## src/hw/mips_lite_pkg.sv

```systemverilog
package mips_lite_pkg;

    // ========================================================================
    // Data widths
    // ========================================================================

    typedef logic [31:0] word_t;
    typedef logic [31:0] addr_t;
    typedef logic [4:0]  reg_idx_t;

    // Shared by the major opcode field and the SPECIAL function field.
    typedef logic [5:0]  opcode_t;

    // ========================================================================
    // Instruction encodings
    // ========================================================================

    localparam opcode_t OP_SPECIAL = 6'h00;
    localparam opcode_t OP_ADDIU   = 6'h09;
    localparam opcode_t OP_ORI     = 6'h0d;
    localparam opcode_t OP_LUI     = 6'h0f;
    localparam opcode_t OP_LW      = 6'h23;
    localparam opcode_t OP_SW      = 6'h2b;

    // Function codes under OP_SPECIAL.
    localparam opcode_t FN_ADDU = 6'h21;
    localparam opcode_t FN_SUBU = 6'h23;
    localparam opcode_t FN_AND  = 6'h24;
    localparam opcode_t FN_OR   = 6'h25;
    localparam opcode_t FN_XOR  = 6'h26;

    // ========================================================================
    // Execute FSM
    // ========================================================================

    typedef enum logic [1:0] {
        EX_IDLE,
        EX_RUN,
        EX_MEM
    } exec_state_t;

endpackage

```

## src/hw/exec_unit.sv

```systemverilog
`timescale 1ns/1ps

module exec_unit (
    input  logic                 clk,
    input  logic                 rst_n,

    // Instruction queue side.
    input  logic                 queue_empty_i,
    input  mips_lite_pkg::word_t queue_data_i,
    output logic                 pop_o,

    // Data bus, Wishbone classic master.
    output logic                 dbus_cyc_o,
    output logic                 dbus_stb_o,
    output logic                 dbus_we_o,
    output mips_lite_pkg::addr_t dbus_adr_o,
    output mips_lite_pkg::word_t dbus_dat_o,
    input  mips_lite_pkg::word_t dbus_dat_i,
    input  logic                 dbus_ack_i
);

    mips_lite_pkg::exec_state_t state;
    mips_lite_pkg::word_t       inst_q;
    mips_lite_pkg::word_t       rf [32];

    mips_lite_pkg::opcode_t  opcode;
    mips_lite_pkg::opcode_t  funct;
    mips_lite_pkg::reg_idx_t rs;
    mips_lite_pkg::reg_idx_t rt;
    mips_lite_pkg::reg_idx_t rd;
    logic [15:0]             imm;

    mips_lite_pkg::word_t    rs_val;
    mips_lite_pkg::word_t    rt_val;
    mips_lite_pkg::word_t    simm;
    mips_lite_pkg::word_t    alu_res;
    mips_lite_pkg::reg_idx_t alu_dst;
    logic                    alu_we;
    logic                    is_lw;
    logic                    is_sw;
    logic                    is_mem;

    logic                    rf_we;
    mips_lite_pkg::reg_idx_t rf_waddr;
    mips_lite_pkg::word_t    rf_wdata;

    // ========================================================================
    // Decode
    // ========================================================================

    assign opcode = inst_q[31:26];
    assign rs     = inst_q[25:21];
    assign rt     = inst_q[20:16];
    assign rd     = inst_q[15:11];
    assign imm    = inst_q[15:0];
    assign funct  = inst_q[5:0];

    assign simm   = {{16{imm[15]}}, imm};
    assign rs_val = (rs == '0) ? '0 : rf[rs];
    assign rt_val = (rt == '0) ? '0 : rf[rt];

    assign is_lw  = (opcode == mips_lite_pkg::OP_LW);
    assign is_sw  = (opcode == mips_lite_pkg::OP_SW);
    assign is_mem = is_lw || is_sw;

    // Unknown opcodes and function codes leave alu_we low.
    always_comb begin
        alu_res = '0;
        alu_dst = rt;
        alu_we  = 1'b0;
        case (opcode)
            mips_lite_pkg::OP_SPECIAL: begin
                alu_dst = rd;
                alu_we  = 1'b1;
                case (funct)
                    mips_lite_pkg::FN_ADDU: alu_res = rs_val + rt_val;
                    mips_lite_pkg::FN_SUBU: alu_res = rs_val - rt_val;
                    mips_lite_pkg::FN_AND:  alu_res = rs_val & rt_val;
                    mips_lite_pkg::FN_OR:   alu_res = rs_val | rt_val;
                    mips_lite_pkg::FN_XOR:  alu_res = rs_val ^ rt_val;
                    default:                alu_we  = 1'b0;
                endcase
            end
            mips_lite_pkg::OP_ADDIU: begin
                alu_res = rs_val + simm;
                alu_we  = 1'b1;
            end
            mips_lite_pkg::OP_ORI: begin
                alu_res = rs_val | {16'h0000, imm};
                alu_we  = 1'b1;
            end
            mips_lite_pkg::OP_LUI: begin
                alu_res = {imm, 16'h0000};
                alu_we  = 1'b1;
            end
            default: alu_we = 1'b0;
        endcase
    end

    // ========================================================================
    // Register file
    // ========================================================================

    assign rf_we    = ((state == mips_lite_pkg::EX_RUN) && alu_we) ||
                      ((state == mips_lite_pkg::EX_MEM) && is_lw && dbus_ack_i);
    assign rf_waddr = (state == mips_lite_pkg::EX_MEM) ? rt : alu_dst;
    assign rf_wdata = (state == mips_lite_pkg::EX_MEM) ? dbus_dat_i : alu_res;

    always_ff @(posedge clk or negedge rst_n) begin
        if (!rst_n) begin
            for (int i = 0; i < 32; i++) begin
                rf[i] <= '0;
            end
        end else if (rf_we && (rf_waddr != '0)) begin
            rf[rf_waddr] <= rf_wdata;
        end
    end

    // ========================================================================
    // Control FSM and data bus
    // ========================================================================

    // Pop from idle, or back to back after a non-memory instruction.
    assign pop_o = !queue_empty_i &&
                   ((state == mips_lite_pkg::EX_IDLE) ||
                    ((state == mips_lite_pkg::EX_RUN) && !is_mem));

    always_ff @(posedge clk) begin
        if (pop_o) begin
            inst_q <= queue_data_i;
        end
    end

    always_ff @(posedge clk or negedge rst_n) begin
        if (!rst_n) begin
            state <= mips_lite_pkg::EX_IDLE;
        end else begin
            case (state)
                mips_lite_pkg::EX_IDLE: begin
                    if (pop_o) state <= mips_lite_pkg::EX_RUN;
                end
                mips_lite_pkg::EX_RUN: begin
                    if (is_mem)      state <= mips_lite_pkg::EX_MEM;
                    else if (!pop_o) state <= mips_lite_pkg::EX_IDLE;
                end
                mips_lite_pkg::EX_MEM: begin
                    if (dbus_ack_i) state <= mips_lite_pkg::EX_IDLE;
                end
                default: state <= mips_lite_pkg::EX_IDLE;
            endcase
        end
    end

    // Operands cannot change in EX_MEM, so the bus fields stay stable.
    assign dbus_cyc_o = (state == mips_lite_pkg::EX_MEM);
    assign dbus_stb_o = dbus_cyc_o;
    assign dbus_we_o  = dbus_cyc_o && is_sw;
    assign dbus_adr_o = rs_val + simm;
    assign dbus_dat_o = rt_val;

endmodule

```

## src/hw/fetch_unit.sv

```systemverilog
`timescale 1ns/1ps

module fetch_unit #(
    parameter mips_lite_pkg::addr_t RESET_PC = '0
) (
    input  logic                 clk,
    input  logic                 rst_n,

    // Instruction queue side.
    input  logic                 queue_full_i,
    output logic                 push_o,
    output mips_lite_pkg::word_t push_data_o,

    // Instruction bus, Wishbone classic read-only master.
    output logic                 ibus_cyc_o,
    output logic                 ibus_stb_o,
    output mips_lite_pkg::addr_t ibus_adr_o,
    input  mips_lite_pkg::word_t ibus_dat_i,
    input  logic                 ibus_ack_i
);

    mips_lite_pkg::addr_t pc;
    logic                 busy;

    // One read in flight at most. A new read starts only with room in the
    // queue, so the returning word can always be pushed.
    always_ff @(posedge clk or negedge rst_n) begin
        if (!rst_n) begin
            busy <= 1'b0;
            pc   <= RESET_PC;
        end else if (busy) begin
            if (ibus_ack_i) begin
                busy <= 1'b0;
                pc   <= pc + mips_lite_pkg::addr_t'(4);
            end
        end else if (!queue_full_i) begin
            busy <= 1'b1;
        end
    end

    assign ibus_cyc_o = busy;
    assign ibus_stb_o = busy;
    assign ibus_adr_o = pc;

    // Push in the ack cycle.
    assign push_o      = busy && ibus_ack_i;
    assign push_data_o = ibus_dat_i;

endmodule

```

## src/hw/inst_queue.sv

```systemverilog
`timescale 1ns/1ps

module inst_queue #(
    parameter int QUEUE_DEPTH = 4
) (
    input  logic                 clk,
    input  logic                 rst_n,

    input  logic                 push_i,
    input  mips_lite_pkg::word_t push_data_i,

    input  logic                 pop_i,
    output mips_lite_pkg::word_t pop_data_o,

    output logic                 full_o,
    output logic                 empty_o
);

    localparam int AW = $clog2(QUEUE_DEPTH);

    typedef logic [AW-1:0] ptr_t;
    typedef logic [AW:0]   cnt_t;

    mips_lite_pkg::word_t mem [QUEUE_DEPTH];

    ptr_t wr_ptr;
    ptr_t rd_ptr;
    cnt_t count;

    logic do_push;
    logic do_pop;

    assign do_push = push_i && !full_o;
    assign do_pop  = pop_i && !empty_o;

    always_ff @(posedge clk) begin
        if (do_push) begin
            mem[wr_ptr] <= push_data_i;
        end
    end

    // Pointers wrap on their own since the depth is a power of two.
    always_ff @(posedge clk or negedge rst_n) begin
        if (!rst_n) begin
            wr_ptr <= '0;
            rd_ptr <= '0;
            count  <= '0;
        end else begin
            if (do_push) begin
                wr_ptr <= wr_ptr + ptr_t'(1);
            end
            if (do_pop) begin
                rd_ptr <= rd_ptr + ptr_t'(1);
            end
            if (do_push && !do_pop) begin
                count <= count + cnt_t'(1);
            end else if (do_pop && !do_push) begin
                count <= count - cnt_t'(1);
            end
        end
    end

    assign pop_data_o = mem[rd_ptr];
    assign full_o     = (count == cnt_t'(QUEUE_DEPTH));
    assign empty_o    = (count == '0);

endmodule

```

## src/hw/mips_lite_top.sv

```systemverilog
`timescale 1ns/1ps

module mips_lite_top #(
    parameter int                   QUEUE_DEPTH = 4,
    parameter mips_lite_pkg::addr_t RESET_PC    = '0
) (
    input  logic                 clk,
    input  logic                 rst_n,

    // Instruction bus.
    output logic                 ibus_cyc_o,
    output logic                 ibus_stb_o,
    output mips_lite_pkg::addr_t ibus_adr_o,
    input  mips_lite_pkg::word_t ibus_dat_i,
    input  logic                 ibus_ack_i,

    // Data bus.
    output logic                 dbus_cyc_o,
    output logic                 dbus_stb_o,
    output logic                 dbus_we_o,
    output mips_lite_pkg::addr_t dbus_adr_o,
    output mips_lite_pkg::word_t dbus_dat_o,
    input  mips_lite_pkg::word_t dbus_dat_i,
    input  logic                 dbus_ack_i
);

    logic                 push;
    mips_lite_pkg::word_t push_data;
    logic                 full;
    logic                 pop;
    mips_lite_pkg::word_t pop_data;
    logic                 empty;

    fetch_unit #(
        .RESET_PC     (RESET_PC)
    ) u_fetch (
        .clk          (clk),
        .rst_n        (rst_n),
        .queue_full_i (full),
        .push_o       (push),
        .push_data_o  (push_data),
        .ibus_cyc_o   (ibus_cyc_o),
        .ibus_stb_o   (ibus_stb_o),
        .ibus_adr_o   (ibus_adr_o),
        .ibus_dat_i   (ibus_dat_i),
        .ibus_ack_i   (ibus_ack_i)
    );

    inst_queue #(
        .QUEUE_DEPTH  (QUEUE_DEPTH)
    ) u_queue (
        .clk          (clk),
        .rst_n        (rst_n),
        .push_i       (push),
        .push_data_i  (push_data),
        .pop_i        (pop),
        .pop_data_o   (pop_data),
        .full_o       (full),
        .empty_o      (empty)
    );

    exec_unit u_exec (
        .clk           (clk),
        .rst_n         (rst_n),
        .queue_empty_i (empty),
        .queue_data_i  (pop_data),
        .pop_o         (pop),
        .dbus_cyc_o    (dbus_cyc_o),
        .dbus_stb_o    (dbus_stb_o),
        .dbus_we_o     (dbus_we_o),
        .dbus_adr_o    (dbus_adr_o),
        .dbus_dat_o    (dbus_dat_o),
        .dbus_dat_i    (dbus_dat_i),
        .dbus_ack_i    (dbus_ack_i)
    );

endmodule

```

## config.mk

```make
export PLATFORM = sky130hd
export DESIGN_NAME = mips_lite_top
export DESIGN_NICKNAME = d
export VERILOG_FILES = /design/src/hw/mips_lite_pkg.sv /design/src/hw/exec_unit.sv /design/src/hw/fetch_unit.sv /design/src/hw/inst_queue.sv /design/src/hw/mips_lite_top.sv
export SDC_FILE = /design/constraint.sdc
export NUM_CORES = 2
export LEC_CHECK = 0
export ABC_CLOCK_PERIOD_IN_PS = 15000
export BUFFER_PORTS_ARGS = -buffer_cell sky130_fd_sc_hd__buf_2
export CORE_AREA = 2 2 392 394
export CTS_CLUSTER_SIZE = 40
export DETAILED_ROUTE_END_ITERATION = 8
export DIE_AREA = 0 0 394 396
export PLACE_DENSITY = 0.64
export SLEW_MARGIN = 20
export SYNTH_ARGS = -nofsm -noshare
export SYNTH_HDL_FRONTEND = slang
export SYNTH_SLANG_ARGS = --single-unit
```

## constraint.sdc

```tcl
create_clock -name clk -period 15 [get_ports clk]
set_input_delay 2.25 -clock clk [delete_from_list [all_inputs] [get_ports clk]]
set_output_delay 2.25 -clock clk [all_outputs]
set_load 0.05 [all_outputs]
```

# Word level (Yosys, flattened, before mapping)
# Memories as Yosys holds them, arrays and structs flattened. A register that Yosys moved wholly into a read port is not among the register bits.
# Index checks and enable logic that the tools add are counted.
# classes
add_sub_neg	8
order_cmp	4
n_eq_ne	16
mux	30
bitwise_logic	7
n_reduce_logical	32
# op_table
op	n
1024-bit bitwise mux	1
32-bit binary-select mux with 5-bit select	2
32-bit 2-to-1 mux	8
32-bit demux with 5-bit select	1
32-bit case mux with 5 select lines	1
32-bit case mux with 4 select lines	1
32-bit adder	2
6-bit == test (second input constant)	7
32-bit by 3-bit adder with 32-bit output (second input constant)	1
32-bit bitwise AND	1
32-bit by 16-bit OR with 32-bit output	1
32-bit OR	1
32-bit subtractor	1
32-bit XOR	1
6-bit by 4-bit == test with 1-bit output (second input constant)	3
6-bit greater-or-equal comparator (second input constant)	3
5-bit NOT with 6-bit output	3
1-bit logical AND	13
5-bit zero test	2
5-bit 2-to-1 mux	2
2-bit 2-to-1 mux	4
6-bit zero test	1
6-bit by 1-bit < comparator with 1-bit output (second input constant)	1
1-bit 2-to-1 mux	6
other kinds (21)	30
# word_totals
register_bits	1066
ram_bits	128
in_bits	68
output_inout_bits	101
wordCells	136
n_memories	1
# memory_table
memory	words	width	rd	rd_clocked_by_memory_dff	write_ports	line_no	source
u_queue.mem	4	32	1	1	1	inst_queue.sv:24	mips_lite_pkg::word_t mem [QUEUE_DEPTH];

# Logic depth before layout (Yosys ltp)
# logic_depth
depth_word	10
mapped_depth	31
ltp_nobuf	22

# By module
# A second synthesis with hierarchy kept.
# unflattened
cells_unflattened	6190
area_unflattened_um2	69369.0
# modules_own_cells
module	n_inst	cells_per_inst	area_per_inst_um2	seq_area_each_um2
exec_unit	1	5826	62606.3	26635.5
inst_queue	1	204	5094.9	4018.9
fetch_unit	1	160	1667.8	775.7

# Least setup slack after synthesis
# OpenSTA, ideal clock, no wires.
# synth_timing
path_kind	register to output
startpoint	reg u_exec.inst_q[21], read port of u_queue.mem
endpoint	out dbus_adr_o[30]
t_arrival_ns	6.158
required_ns	12.750
path_slack_ns	6.592
path_stages_with_launch	25
path_buffers	8
cell_sequence	edfxtp_1 -> buf_2 -> buf_2 -> buf_2 -> buf_2 -> buf_2 -> buf_2 -> buf_2 -> buf_2 -> mux4_2 -> mux4_2 -> nand2_1 -> a21oi_1 -> ha_1 -> inv_1 -> fa_1 -> nor2b_1 -> o21a_1 -> o21ai_0 -> a21oi_1 -> o211ai_1 -> a21oi_1 -> o221ai_1 -> o21ai_0 -> xor2_1
# synth_via
elab_chain_cells	6
word_cells_on_any_way	7
classes_between	add/sub: 1; mux: 4; bitwise: 1; reduce/logical: 1
# synth_lines
item	line_no	source
from (decl)	exec_unit.sv:23	mips_lite_pkg::word_t inst_q;
5-bit NOT with 6-bit output (not written as such)	exec_unit.sv:59	assign rs_val = (rs == '0) ? '0 : rf[rs];
32-bit binary-select mux with 5-bit select	exec_unit.sv:59	
32-bit 2-to-1 mux (not written as such) (2 in a row)	exec_unit.sv:59	
32-bit 2-to-1 mux *	exec_unit.sv:59	
32-bit adder *	exec_unit.sv:158	assign dbus_adr_o = rs_val + simm;
to (decl)	mips_lite_top.sv:21	output mips_lite_pkg::addr_t dbus_adr_o,
# Every way passes the cells marked *; elsewhere a longest branch is shown, timed or not. The select of a mux whose other input is x is not followed.

# Worst setup path after layout
# layout_timing
startpoint	reg u_exec.inst_q[21], read port of u_queue.mem
endpoint	out dbus_adr_o[29]
# Same word-level chain as after synthesis.

==> flow_summary.json <==
{
  "ys_seq_area_share_pct": 46.31,
  "ys.flop_type": "dfrtp_1",
  "drc": 0,
  "dieHeight_um": 396,
  "gp_congestion": 0.9525,
  "fmax_mhz": 104.1,
  "worstPathArrival_ns": 7.36,
  "cts_buffer_depth": 3,
  "crit_slowest_cell": "buf_12",
  "hold_viol_final": 0,
  "ios": 169,
  "tightest_slew_ns": 1.173,
  "peakVddDrop_mv": 0.1533,
  "first_global_vias": 49060,
  "hpwl_um": 142900,
  "clk_latency_ns": 0.80,
  "cts_hold_buf": 0,
  "grt_max_degree": 188,
  "synthesis.area_um2": 67880,
  "placed_area_um2": 70280,
  "path_cells": "buf_12 > buf_12 > mux4_2 > mux4_2 > nand2_1 > a21oi_1 > inv_1 > ha_1 > a211oi_1 > o21ai_0 > a21oi_1 > a21oi_1 > a21boi_0 > o21ai_0 > a221oi_1 > xnor2_1 > buf_2",
  "synth_warnings": 0,
  "grt_usage_pct": 28.24,
  "worstSetupEndpointType": "primary output",
  "pre_cts_slack_ns": 6.342,
  "overflow": 0,
  "cts_root_buf": "clkbuf_16",
  "wl_um": 220700,
  "crit_fanout": 90,
  "cp.required_ns": 12.75,
  "postLayoutCellArea_um2": 74700,
  "initial_core_util_pct": 44.79,
  "cts_buffers": 131,
  "status": "complete, no violations",
  "drt_iter0_markers": 5801,
  "syn_to_final_growth_pct": 10.05,
  "synth_cell_types": 98,
  "clkSinkCount": 1224,
  "htreeDepth": 4,
  "fp.dieArea_um2": 156000,
  "cts_tree": "built",
  "async_flop_share_pct": 86.93,
  "r2r-start": "u_exec.inst_q[17]$_DFFE_PP_",
  "cp_slowest_stage_delay_ns": 0.63,
  "startpoint": "u_exec.inst_q[21]$_DFFE_PP_",
  "cts_resized": 0,
  "worstSetupStartpointType": "flip-flop",
  "design.core.area_um2": 151500,
  "clk_pin_slew_ns": 0.06,
  "port_buffers": 166,
  "layout_commonest_cell": "dfrtp_1",
  "final_util_pct": 49.29,
  "critPathKind": "flip-flop to primary output",
  "layout.nets": 5937,
  "power.total_uw": 12380,
  "antenna_left": 0,
  "wl_per_cell_um": 28.08,
  "hold_start": "u_exec.rf[1022]$_DFFE_PN0P_",
  "setup_slack_ns": 5.393,
  "synth_edf_count": 160,
  "rsz0062_at_grt": "false",
  "post-route-period-util_pct": 64.05,
  "die_x_um": 394,
  "setup_viol": 0,
  "finalClockSkew_ns": 0.03186,
  "vias": 49890,
  "power_density_nw_per_um2": 165.8,
  "rows": 143,
  "postCtsSetupBuffers": 0,
  "min_period_ns": 9.607,
  "ys_ff_latch": 1224,
  "postSynthAreaPerCell_um2": 11.74,
  "layout-drive-gt1-share_pct": 23.22,
  "slew_headroom_pct": 21.78,
  "most-common-layout-cells": "dfrtp_1, nand2_1, o21ai_0",
  "cap_violations": 0,
  "power_leakage_uw": 0.03195,
  "setup-tns-final_ns": 0,
  "grt_antenna_before_repair": 11,
  "syn_inst": 5781,
  "routed_via_density": 6.348,
  "slew_viol_final": 0,
  "drt-pass1-iter-count": 6,
  "grt_pass1_wl_um": 329500,
  "critPathMostFrequentCell": "a21oi_1",
  "min_path_type": "flip-flop to flip-flop"
}
==> logic make-up after synthesis <==
logic type,count (synthesis),synth area share [%]
other cells,1,0.005525
simple gates,1357,8.350
flops,1224,46.31
xor+xnor,109,1.418
buf+inv,638,4.535
fa+ha+maj,151,2.817
mux,899,24.32
compound gates,1402,12.25
==> flip-flops by register name, summed over array words and instances, names as in the netlist <==
signal,cells
u_exec.state,2
u_exec.inst_q,32
u_queue.rd_ptr,2
u_exec.rf,1024
u_queue.wr_ptr,2
u_fetch.ibus_cyc_o,1
u_queue.count,3
u_queue.mem,128
u_fetch.ibus_adr_o,30
==> where the power goes <==
group | switching [uW] | internal [uW]
combinational | 3470 | 1730
sequential | 229 | 3630
clock | 1430 | 1890
==> cell usage after synthesis, types with 47 or more instances <==
library cell / number / area [um^2]
a21oi_1: 282 / 1411
a22oi_1: 61 / 457.9
a31oi_1: 48 / 300.3
buf_2: 58 / 290.3
clkbuf_1: 374 / 1404
dfrtp_1: 1064 / 26630
edfxtp_1: 160 / 4805
ha_1: 148 / 1852
inv_1: 106 / 397.9
mux2_2: 184 / 2072
mux2i_1: 151 / 1511
mux4_1: 58 / 1524
mux4_2: 505 / 11370
nand2_1: 787 / 2954
nand3_1: 55 / 275.3
nor2_1: 331 / 1242
o21ai_0: 695 / 3478
o22ai_1: 47 / 294.0
xnor2_1: 82 / 718.2
==> through the flow <==
step           hold slack (ns)  cells
3_3_place_gp            0.3741   7614
4_1_cts                 0.3960   7855
2_1_floorplan           0.4385   5782
5_1_grt                 0.4067   7857
3_5_place_dp            0.3833   7614
6_report                0.3982   7859
==> layout make-up <==
cell class                 count  area [um^2]
fill                       13400        76850
multi-input combinational   3920        33700
sequential                  1224        31430
clock buffer                 183         3704
tap                         2030         2540
timing repair buffer         331         2237
clock inverter                58        668.1
inverter                     110        412.9
antenna                        3        7.507
==> metal layers <==
metal	vias up	share of wire [%]	GRT usage [%]
met3	496	8.0	4.866
met5	-	0.0059	0
met2	2342	46	42.97
li1	21320	-	-
met4	2	4.6	12.62
met1	25730	42	39.84
==> final timing paths <==
check / end / slack (ns) / cells after the start
max in group asynchronous: u_exec.rf[546]$_DFFE_PN0P_ / 10.34 / 4
hold reg to reg: u_exec.rf[1022]$_DFFE_PN0P_ / 0.40 / 0
setup / recovery: dbus_adr_o[29] / 5.39 / 17
min in group asynchronous: u_exec.rf[157]$_DFFE_PN0P_ / 1.52 / 1
hold / removal: u_exec.rf[1022]$_DFFE_PN0P_ / 0.40 / 0
setup reg to reg: u_exec.rf[223]$_DFFE_PN0P_ / 6.18 / 26
==> worst max-delay path, delay by kind of cell, from the launching register on <==
family          cells  cell delay (ns)
compound gates      8             2.49
xor+xnor            1             0.19
fa+ha+maj           1             0.26
buf+inv             4             1.65
flops               1             0.38
mux                 2             1.08
simple gates        1             0.21
Power figures use the tool's default switching activity.
